File: config.mk
export PLATFORM = sky130hd
export DESIGN_NAME = wb_top
export DESIGN_NICKNAME = d
export VERILOG_FILES = /design/src/hdl/wb_pkg.sv /design/src/hdl/wb_entry_if.sv /design/src/hdl/wb_range_if.sv /design/src/hdl/mem_conflict.sv /design/src/hdl/store_decode.sv /design/src/hdl/wb_drain.sv /design/src/hdl/wb_top.sv /design/src/hdl/wr_fifo.sv
export SDC_FILE = /design/constraint.sdc
export NUM_CORES = 1
export LEC_CHECK = 0
export BUFFER_PORTS_ARGS = -buffer_cell sky130_fd_sc_hd__buf_2
export CORE_MARGIN = 8
export CORE_UTILIZATION = 33
export CTS_BUF_LIST = sky130_fd_sc_hd__clkbuf_8 sky130_fd_sc_hd__clkbuf_16
export DETAILED_ROUTE_END_ITERATION = 10
export MAX_ROUTING_LAYER = met4
export SLEW_MARGIN = 25
export SYNTH_ARGS = -nofsm -noshare
export SYNTH_HDL_FRONTEND = slang
export SYNTH_SLANG_ARGS = --single-unit
File: constraint.sdc
create_clock -name clk -period 5.99 [get_ports clk]
set_input_delay 0.599 -clock clk [delete_from_list [all_inputs] [get_ports clk]]
set_output_delay 0.599 -clock clk [all_outputs]
set_load 0.005 [all_outputs]
File: src/hdl/wb_pkg.sv
// shared widths and the store entry layout, imported by every module of the write buffer
`default_nettype none

package wb_pkg;

  // byte address width of the store buffer and the data memory port
  localparam int ADDR_W = 15;

  // store data and byte strobes
  localparam int DATA_W = 32;
  localparam int STRB_W = DATA_W / 8;

  typedef logic [ADDR_W-1:0] wb_addr_t;

  // one buffered store, 66 bits
  // start_addr is the first byte written, end_addr the last one
  typedef struct packed {
    wb_addr_t            start_addr;
    wb_addr_t            end_addr;
    logic [DATA_W-1:0]   data;
    logic [STRB_W-1:0]   strb;
  } wb_entry_t;

endpackage

`default_nettype wire

File: src/hdl/wb_entry_if.sv
// valid/ready link carrying one store entry between two pipeline stages
`timescale 1ns/1ps
`default_nettype none

interface wb_entry_if import wb_pkg::*; ();

  // producer holds valid and entry steady until valid and ready meet on an edge
  logic      valid;
  logic      ready;
  wb_entry_t entry;

  modport producer (
    output valid,
    output entry,
    input  ready
  );

  modport consumer (
    input  valid,
    input  entry,
    output ready
  );

endinterface

`default_nettype wire

File: src/hdl/wb_range_if.sv
// address ranges of buffered stores, from the FIFO and drain to the conflict checker
`timescale 1ns/1ps
`default_nettype none

interface wb_range_if import wb_pkg::*; #(
  parameter int DEPTH = 4
) ();

  // one range per FIFO slot, valid mask follows rd pointer and count
  wb_addr_t [DEPTH-1:0] start_a;
  wb_addr_t [DEPTH-1:0] end_a;
  logic     [DEPTH-1:0] valid;

  // extra slot for the store sitting in the drain
  wb_addr_t             drn_start;
  wb_addr_t             drn_end;
  logic                 drn_valid;

  modport source (output start_a, output end_a, output valid);

  modport sink (
    input start_a, input end_a, input valid,
    input drn_start, input drn_end, input drn_valid
  );

endinterface

`default_nettype wire

File: src/hdl/mem_conflict.sv
// flags a younger load whose byte range overlaps any store still pending in the buffer
`timescale 1ns/1ps
`default_nettype none

module mem_conflict import wb_pkg::*; #(
  parameter int DEPTH = 4
) (
  input  logic [ADDR_W-1:0] ld_start_i,
  input  logic [ADDR_W-1:0] ld_end_i,
  wb_range_if.sink          ranges,
  input  logic [ADDR_W-1:0] hold_start_i,
  input  logic [ADDR_W-1:0] hold_end_i,
  input  logic              hold_valid_i,
  output logic              conflict_o
);

  logic [DEPTH-1:0] fifo_hit;
  logic             hold_hit;
  logic             drn_hit;

  // inclusive ranges overlap unless one ends before the other starts
  function automatic logic overlap(wb_addr_t a_s, wb_addr_t a_e,
                                   wb_addr_t b_s, wb_addr_t b_e);
    return (a_s <= b_e) && (b_s <= a_e);
  endfunction

  always_comb begin
    for (int i = 0; i < DEPTH; i++) begin
      fifo_hit[i] = ranges.valid[i] &&
                    overlap(ld_start_i, ld_end_i, ranges.start_a[i], ranges.end_a[i]);
    end
  end

  assign hold_hit = hold_valid_i && overlap(ld_start_i, ld_end_i, hold_start_i, hold_end_i);
  assign drn_hit  = ranges.drn_valid &&
                    overlap(ld_start_i, ld_end_i, ranges.drn_start, ranges.drn_end);

  assign conflict_o = (|fifo_hit) || hold_hit || drn_hit;

endmodule

`default_nettype wire

File: src/hdl/store_decode.sv
// APB write slave and decode stage, turns each accepted store into a buffer entry
`timescale 1ns/1ps
`default_nettype none

module store_decode import wb_pkg::*; (
  input  logic               clk,
  input  logic               rst_n_i,
  input  logic               psel_i,
  input  logic               penable_i,
  input  logic               pwrite_i,
  input  logic [ADDR_W-1:0]  paddr_i,
  input  logic [DATA_W-1:0]  pwdata_i,
  input  logic [STRB_W-1:0]  pstrb_i,
  output logic               pready_o,
  output logic               pslverr_o,
  wb_entry_if.producer       out,
  output logic [ADDR_W-1:0]  hold_start_o,
  output logic [ADDR_W-1:0]  hold_end_o,
  output logic               hold_valid_o
);

  localparam int CNT_W = $clog2(STRB_W + 1);

  logic              valid_q;
  wb_entry_t         entry_q;
  logic [CNT_W-1:0]  strb_cnt;
  logic [STRB_W-1:0] strb_inc;
  logic              strb_ok;
  logic              bad_xfer;
  logic              capture;
  wb_addr_t          end_addr;

  // number of set strobes
  always_comb begin
    strb_cnt = '0;
    for (int b = 0; b < STRB_W; b++) begin
      strb_cnt = strb_cnt + CNT_W'(pstrb_i[b]);
    end
  end

  // contiguous from bit 0 means strb+1 is a power of two
  assign strb_inc = pstrb_i + 1'b1;
  assign strb_ok  = (pstrb_i != '0) && ((pstrb_i & strb_inc) == '0);
  assign end_addr = paddr_i + wb_addr_t'(strb_cnt) - wb_addr_t'(1);

  // access phase completes only while the stage is empty
  assign pready_o  = psel_i && penable_i && !valid_q;
  assign bad_xfer  = !pwrite_i || !strb_ok;
  assign pslverr_o = pready_o && bad_xfer;
  assign capture   = pready_o && !bad_xfer;

  always_ff @(posedge clk or negedge rst_n_i) begin
    if (!rst_n_i) begin
      valid_q <= 1'b0;
    end else if (capture) begin
      valid_q <= 1'b1;
    end else if (out.ready) begin
      valid_q <= 1'b0;
    end
  end

  always_ff @(posedge clk) begin
    if (capture) begin
      entry_q.start_addr <= paddr_i;
      entry_q.end_addr   <= end_addr;
      entry_q.data       <= pwdata_i;
      entry_q.strb       <= pstrb_i;
    end
  end

  assign out.valid = valid_q;
  assign out.entry = entry_q;

  // held store still counts for load conflicts
  assign hold_start_o = entry_q.start_addr;
  assign hold_end_o   = entry_q.end_addr;
  assign hold_valid_o = valid_q;

endmodule

`default_nettype wire

File: src/hdl/wb_drain.sv
// drain stage, writes the oldest buffered store to data memory and waits for its ack
`timescale 1ns/1ps
`default_nettype none

module wb_drain import wb_pkg::*; (
  input  logic               clk,
  input  logic               rst_n_i,
  wb_entry_if.consumer       in,
  output logic               mem_we_o,
  output logic [ADDR_W-1:0]  mem_addr_o,
  output logic [DATA_W-1:0]  mem_wdata_o,
  output logic [STRB_W-1:0]  mem_strb_o,
  input  logic               mem_ack_i,
  output logic [ADDR_W-1:0]  rng_start_o,
  output logic [ADDR_W-1:0]  rng_end_o,
  output logic               busy_o
);

  logic      we_q;
  wb_entry_t cur_q;
  logic      take;

  // free when idle, or on the edge that retires the current write
  assign in.ready = !we_q || mem_ack_i;
  assign take     = in.valid && in.ready;

  always_ff @(posedge clk or negedge rst_n_i) begin
    if (!rst_n_i) begin
      we_q <= 1'b0;
    end else if (take) begin
      we_q <= 1'b1;
    end else if (mem_ack_i) begin
      we_q <= 1'b0;
    end
  end

  always_ff @(posedge clk) begin
    if (take) begin
      cur_q <= in.entry;
    end
  end

  // write fields hold until ack
  assign mem_we_o    = we_q;
  assign mem_addr_o  = cur_q.start_addr;
  assign mem_wdata_o = cur_q.data;
  assign mem_strb_o  = cur_q.strb;

  // store in flight is still a pending range for loads
  assign rng_start_o = cur_q.start_addr;
  assign rng_end_o   = cur_q.end_addr;
  assign busy_o      = we_q;

endmodule

`default_nettype wire

File: src/hdl/wb_top.sv
// top of the store write buffer, instantiate this with plain APB, load and memory ports
`timescale 1ns/1ps
`default_nettype none

module wb_top import wb_pkg::*; #(
  parameter int DEPTH = 4
) (
  input  logic                         clk,
  input  logic                         rst_n_i,
  // APB slave, writes only
  input  logic                         psel_i,
  input  logic                         penable_i,
  input  logic                         pwrite_i,
  input  logic [ADDR_W-1:0]            paddr_i,
  input  logic [DATA_W-1:0]            pwdata_i,
  input  logic [STRB_W-1:0]            pstrb_i,
  output logic                         pready_o,
  output logic                         pslverr_o,
  // load range check
  input  logic [ADDR_W-1:0]            ld_start_i,
  input  logic [ADDR_W-1:0]            ld_end_i,
  output logic                         conflict_o,
  // data memory port
  output logic                         mem_we_o,
  output logic [ADDR_W-1:0]            mem_addr_o,
  output logic [DATA_W-1:0]            mem_wdata_o,
  output logic [STRB_W-1:0]            mem_strb_o,
  input  logic                         mem_ack_i,
  output logic [$clog2(DEPTH+1)-1:0]   fifo_cnt_o
);

  logic [ADDR_W-1:0] hold_start;
  logic [ADDR_W-1:0] hold_end;
  logic              hold_valid;

  wb_entry_if                   dec_if ();
  wb_entry_if                   drn_if ();
  wb_range_if #(.DEPTH(DEPTH))  rng_if ();

  store_decode u_decode (
    .clk, .rst_n_i, .psel_i, .penable_i, .pwrite_i, .paddr_i, .pwdata_i, .pstrb_i,
    .pready_o, .pslverr_o, .out(dec_if),
    .hold_start_o(hold_start), .hold_end_o(hold_end), .hold_valid_o(hold_valid)
  );

  wr_fifo #(.DEPTH(DEPTH)) u_fifo (
    .clk, .rst_n_i, .in(dec_if), .out(drn_if), .ranges(rng_if), .fifo_cnt_o
  );

  wb_drain u_drain (
    .clk, .rst_n_i, .in(drn_if),
    .mem_we_o, .mem_addr_o, .mem_wdata_o, .mem_strb_o, .mem_ack_i,
    .rng_start_o(rng_if.drn_start), .rng_end_o(rng_if.drn_end), .busy_o(rng_if.drn_valid)
  );

  mem_conflict #(.DEPTH(DEPTH)) u_conflict (
    .ld_start_i, .ld_end_i, .ranges(rng_if),
    .hold_start_i(hold_start), .hold_end_i(hold_end), .hold_valid_i(hold_valid),
    .conflict_o
  );

endmodule

`default_nettype wire

File: src/hdl/wr_fifo.sv
// circular write FIFO of store entries, exposes every slot's range to the conflict checker
`timescale 1ns/1ps
`default_nettype none

module wr_fifo import wb_pkg::*; #(
  parameter int DEPTH = 4
) (
  input  logic                         clk,
  input  logic                         rst_n_i,
  wb_entry_if.consumer                 in,
  wb_entry_if.producer                 out,
  wb_range_if.source                   ranges,
  output logic [$clog2(DEPTH+1)-1:0]   fifo_cnt_o
);

  // depth must be a power of two so the pointers wrap by themselves
  localparam int PTR_W = $clog2(DEPTH);
  localparam int CNT_W = $clog2(DEPTH + 1);

  wb_entry_t        mem_q [DEPTH];
  logic [PTR_W-1:0] rd_ptr_q;
  logic [PTR_W-1:0] wr_ptr_q;
  logic [CNT_W-1:0] cnt_q;
  logic             full;
  logic             empty;
  logic             wr_en;
  logic             rd_en;
  logic [PTR_W-1:0] slot_ofs;

  assign full  = (cnt_q == CNT_W'(DEPTH));
  assign empty = (cnt_q == '0);

  assign in.ready  = !full;
  assign out.valid = !empty;
  assign out.entry = mem_q[rd_ptr_q];

  assign wr_en = in.valid && in.ready;
  assign rd_en = out.valid && out.ready;

  always_ff @(posedge clk or negedge rst_n_i) begin
    if (!rst_n_i) begin
      rd_ptr_q <= '0;
      wr_ptr_q <= '0;
      cnt_q    <= '0;
    end else begin
      if (wr_en) begin
        wr_ptr_q <= wr_ptr_q + 1'b1;
      end
      if (rd_en) begin
        rd_ptr_q <= rd_ptr_q + 1'b1;
      end
      // push and pop together keep the count
      case ({wr_en, rd_en})
        2'b10:   cnt_q <= cnt_q + 1'b1;
        2'b01:   cnt_q <= cnt_q - 1'b1;
        default: cnt_q <= cnt_q;
      endcase
    end
  end

  always_ff @(posedge clk) begin
    if (wr_en) begin
      mem_q[wr_ptr_q] <= in.entry;
    end
  end

  // a slot is live when its distance from the head is below the count
  always_comb begin
    slot_ofs = '0;
    for (int i = 0; i < DEPTH; i++) begin
      slot_ofs            = PTR_W'(i) - rd_ptr_q;
      ranges.start_a[i]   = mem_q[i].start_addr;
      ranges.end_a[i]     = mem_q[i].end_addr;
      ranges.valid[i]     = (CNT_W'(slot_ofs) < cnt_q);
    end
  end

  assign fifo_cnt_o = cnt_q;

endmodule

`default_nettype wire

==> results.txt <==
The flow ran to the end, and the final reports show no timing, DRC or antenna violations. For this run, the detailed router's first-pass iteration total came to 5. The clock latency on the worst-skew pair is 0.58 ns. STA classifies the critical path startpoint as a flop. The combined global-route utilization of all metal layers came out at 0.139. The fraction of post-synthesis cell area in the top cell type by area is 0.622. The unique cell type count in the Yosys netlist came out at 54. The CTS buffer count is 43. The floorplan step defined a die boundary enclosing 65900 sq um. The clock sink count came out at 405. The synthesized area came out at 19100 sq um.

The average detailed-routed wire length per instance came out at 20.6 um. Summed over all instances, the cell type with the most area after synthesis is sky130_fd_sc_hd__edfxtp_1. The average instance in the mapped netlist occupies 15.7 sq um.

TritonCTS built the clock tree. The startpoint of the lowest-slack register-to-register path is u_decode.hold_valid_o. After the last flow step, the layout net total stands at 1702.

The final estimated routing congestion in global placement is 0.866. The ratio of routed vias to standard cells came out at 4.95. STA puts the critical path data required time at 5.39 ns. The ratio of final minimum period to clock period came out at 0.603.

The number of enable flip-flop cells after synthesis came out at 396. The max-capacitance violation count came out at 0. The critical path runs through a total of 9 cells. At the pin with the least slew margin, the transition time is 0.918 ns. The register area share after synthesis came out at 0.634.

During placement, the flow inserted port buffers numbering 144. The number of antenna violations at the first check in global routing came to 4. After detailed placement, the total cell area comes to 20800 sq um. The worst path in the final design needs a cycle of 3.61 ns, including I/O delays and setup.

The maximum clock rate is 0.277 GHz. The critical path is of the flop to primary output type. The layout-stage area growth over the synthesis result came out at 16.8%. The final wirelength is 45300 um. The number of instances resized during post-cts repair is 0. The placeable core region came out at 57500 sq um. Leaving out fill and tap cells, the most frequent cell in the layout is sky130_fd_sc_hd__edfxtp_1.

The power per cell area came out at 364 nW/um^2. The worst path arrival time is 3.02 ns. The minimum setup slack among reg-to-reg paths came out at 3.16 ns. The tree is rooted in a sky130_fd_sc_hd__clkbuf_16. Measured along the x axis, the die boundary spans 257 um. The leakage component of the power is 0.00864 uW. The fraction of registers with async set or reset after synthesis is 0.0222.

The summed negative setup slack over all endpoints came out at 0 ns. The H-tree generated during clock tree synthesis spans 2 levels. The post-route cell area is 22300 sq um. Sorting the synthesized cells by area gives the leading types as sky130_fd_sc_hd__edfxtp_1, sky130_fd_sc_hd__ha_1, sky130_fd_sc_hd__mux4_2, sky130_fd_sc_hd__inv_1, sky130_fd_sc_hd__a21oi_1. In this run the worst path has a maximum fanout of 2. 0 antenna diodes ended up in the layout. Together, buffers and inverters on the worst path number 1. The layout has 5349 filler cells. The wire length of the first global-routing pass came out at 68800 um. The tightest hold path in the finished design has a slack of 0.193 ns. The number of pins exceeding their max-slew limit in the final report came out at 0. The post-DP HPWL is 31300 um.

In the final layout, the share of cells above drive strength 1 is 0.211. Setup violations remaining at the end of the flow were counted as 0. Across the VDD grid, the largest voltage drop is 0.000221 V. Setup repair after global routing left no endpoint under its margin.

The origin of the worst setup path is u_fifo.mem_q[3][64]. The worst register-to-register path ends at u_fifo.mem_q[0][45]. The count of warnings emitted by yosys came out at 0. The worst hold path belongs to the class input port to flop. No sink is reached through more buffers than the 3 on the longest clock path. Counting every net in the synthesized netlist gives 1521. The critical path goes through ha_1, nand3_1, nor3_1, o31ai_1, o211ai_1, a211oi_1, a31oi_1, nand4_1, buf_2.

The die is 257 um tall. In the layout the commonest cells are sky130_fd_sc_hd__edfxtp_1, sky130_fd_sc_hd__ha_1, sky130_fd_sc_hd__inv_1, sky130_fd_sc_hd__buf_2, sky130_fd_sc_hd__a21oi_1. The total of flip-flops plus latches after synthesis is 405. The area of the multi-input gates is 6410 sq um.

The largest individual stage delay along the critical path comes from the cell sky130_fd_sc_hd__nor3_1. STA classifies the critical path endpoint as a primary output. In the synthesized netlist the dominant register cell turns out to be sky130_fd_sc_hd__edfxtp_1.

After clock tree synthesis, the clock-pin slew on the worst setup and hold paths is 0.06 ns. The DRC violation count after routing is 0. The post-synthesis instance total is 1222. The worst relative slew slack is 0.387.

The total area of sequential cells is 12100 sq um. The via total after detailed routing came out at 10900. The via count of the first global-routing pass is 11500. The floorplan row count came out at 88.

Measured in cells, the most critical reg-to-reg path has a length of 3. The total I/O pin count is 145. The largest net degree at the start of global routing came out at 68. The peak per-stage delay on the critical path came out at 0.44 ns. The end of the critical path is conflict_o.

The number of antenna-violating nets in the routed design came out at 0. For this run the aggregate overflow at the end of global routing stands at 0. The violation count after the first detailed-routing iteration came out at 511. The largest clock skew in the final design came out at 0.0256 ns. The final hold violation count is 0.

The kind of cell adding the most delay to the critical path is simple AND/OR/NAND/NOR gates. For this configuration, the core starts out at a cell density of 0.333.
==> stage by stage <==
stage / utilization / std cells / power, uW / worst slack [ns]
final: 0.389 / 2200 / 8140 / 2.38
after global routing: 0.389 / 2200 / 8540 / 2.13
after CTS: 0.388 / 2199 / 8280 / 2.40
after detailed placement: 0.362 / 2121 / 5460 / 1.81
after global placement: 0.362 / 2121 / 5430 / 1.87
after floorplan: - / 1222 / 4800 / 0.454
==> metal layers <==
layer	up-vias	track usage	part of all wire
li1	5101	-	-
met1	5436	0.172	0.44
met2	272	0.228	0.49
met3	80	0.0247	0.047
met4	0	0.0485	0.032
met5	-	-	0
==> what timing repair did <==
action / 4_1_cts / 5_1_grt
hold buffers: 1 / 0
hold endpoints to repair: 9 / 0
buffers inserted: 0 / 0
==> area by class of cell <==
type	instances	share of cell area
Sequential cell	405	0.543
Multi-Input combinational cell	652	0.287
Clock buffer	43	0.0482
Tap cell	765	0.0429
Timing Repair Buffer	154	0.0365
Inverter	147	0.0247
Clock inverter	34	0.0180
==> kinds of logic after synthesis <==
logic type	Yosys count	share of synthesized area
adders and majority gates	212	0.140
AOI/OAI and AO/OA	183	0.0603
and+or+nand+nor	172	0.0467
xor gates and xnor gates	18	0.00824
DFF	405	0.634
buffers and inverters	165	0.0332
muxes	67	0.0782
==> state kept, by name, indices dropped and copies added, names as in the netlist, 2 cells and up <==
name                   count
u_drain.mem_wdata_o       32
u_fifo.wr_ptr_q            2
u_decode.out.entry        36
u_drain.rng_end_o         15
u_drain.mem_addr_o        15
u_decode.hold_end_o       15
u_decode.hold_start_o     15
u_drain.mem_strb_o         4
u_fifo.rd_ptr_q            2
u_fifo.fifo_cnt_o          3
u_fifo.mem_q             264
==> synth_stat cells, drive strengths merged (13+ instances only) <==
| cell type | count |
|---|---|
| o21ai | 36 |
| nor3 | 13 |
| nor2 | 35 |
| mux4 | 66 |
| edfxtp | 396 |
| a211oi | 16 |
| a21o | 15 |
| nand4 | 26 |
| nand2 | 30 |
| ha | 209 |
| inv | 147 |
| a21oi | 74 |
| nand3 | 27 |
==> report_power, final <==
group / total (uW) / switching (uW) / internal [uW]
clock: 2790 / 1120 / 1670
combinational: 1650 / 848 / 797
sequential: 3710 / 246 / 3460
==> worst min-delay path by stage <==
stage / slack (ns) / cells after the start / end / startpoint
2_1_floorplan: 0.30 / 0 / u_decode.hold_valid_o / rst_n_i
3_3_place_gp: 0.47 / 1 / u_fifo.rd_ptr_q[1] / rst_n_i
3_5_place_dp: 0.47 / 1 / u_fifo.rd_ptr_q[1] / rst_n_i
4_1_cts: 0.15 / 1 / u_decode.out.entry[20] / pwdata_i[16]
5_1_grt: 0.16 / 1 / u_decode.out.entry[26] / pwdata_i[22]
6_report: 0.19 / 1 / u_decode.out.entry[13] / pwdata_i[9]
==> worst reg2reg max path, cell delays in order, from the launching register on <==
cell and delay, ns:
sky130_fd_sc_hd__dfrtp_1 0.59, sky130_fd_sc_hd__a21boi_1 0.57, sky130_fd_sc_hd__and2_4 0.55, sky130_fd_sc_hd__buf_4 0.70
No activity file was read; power rests on OpenSTA's default activity.
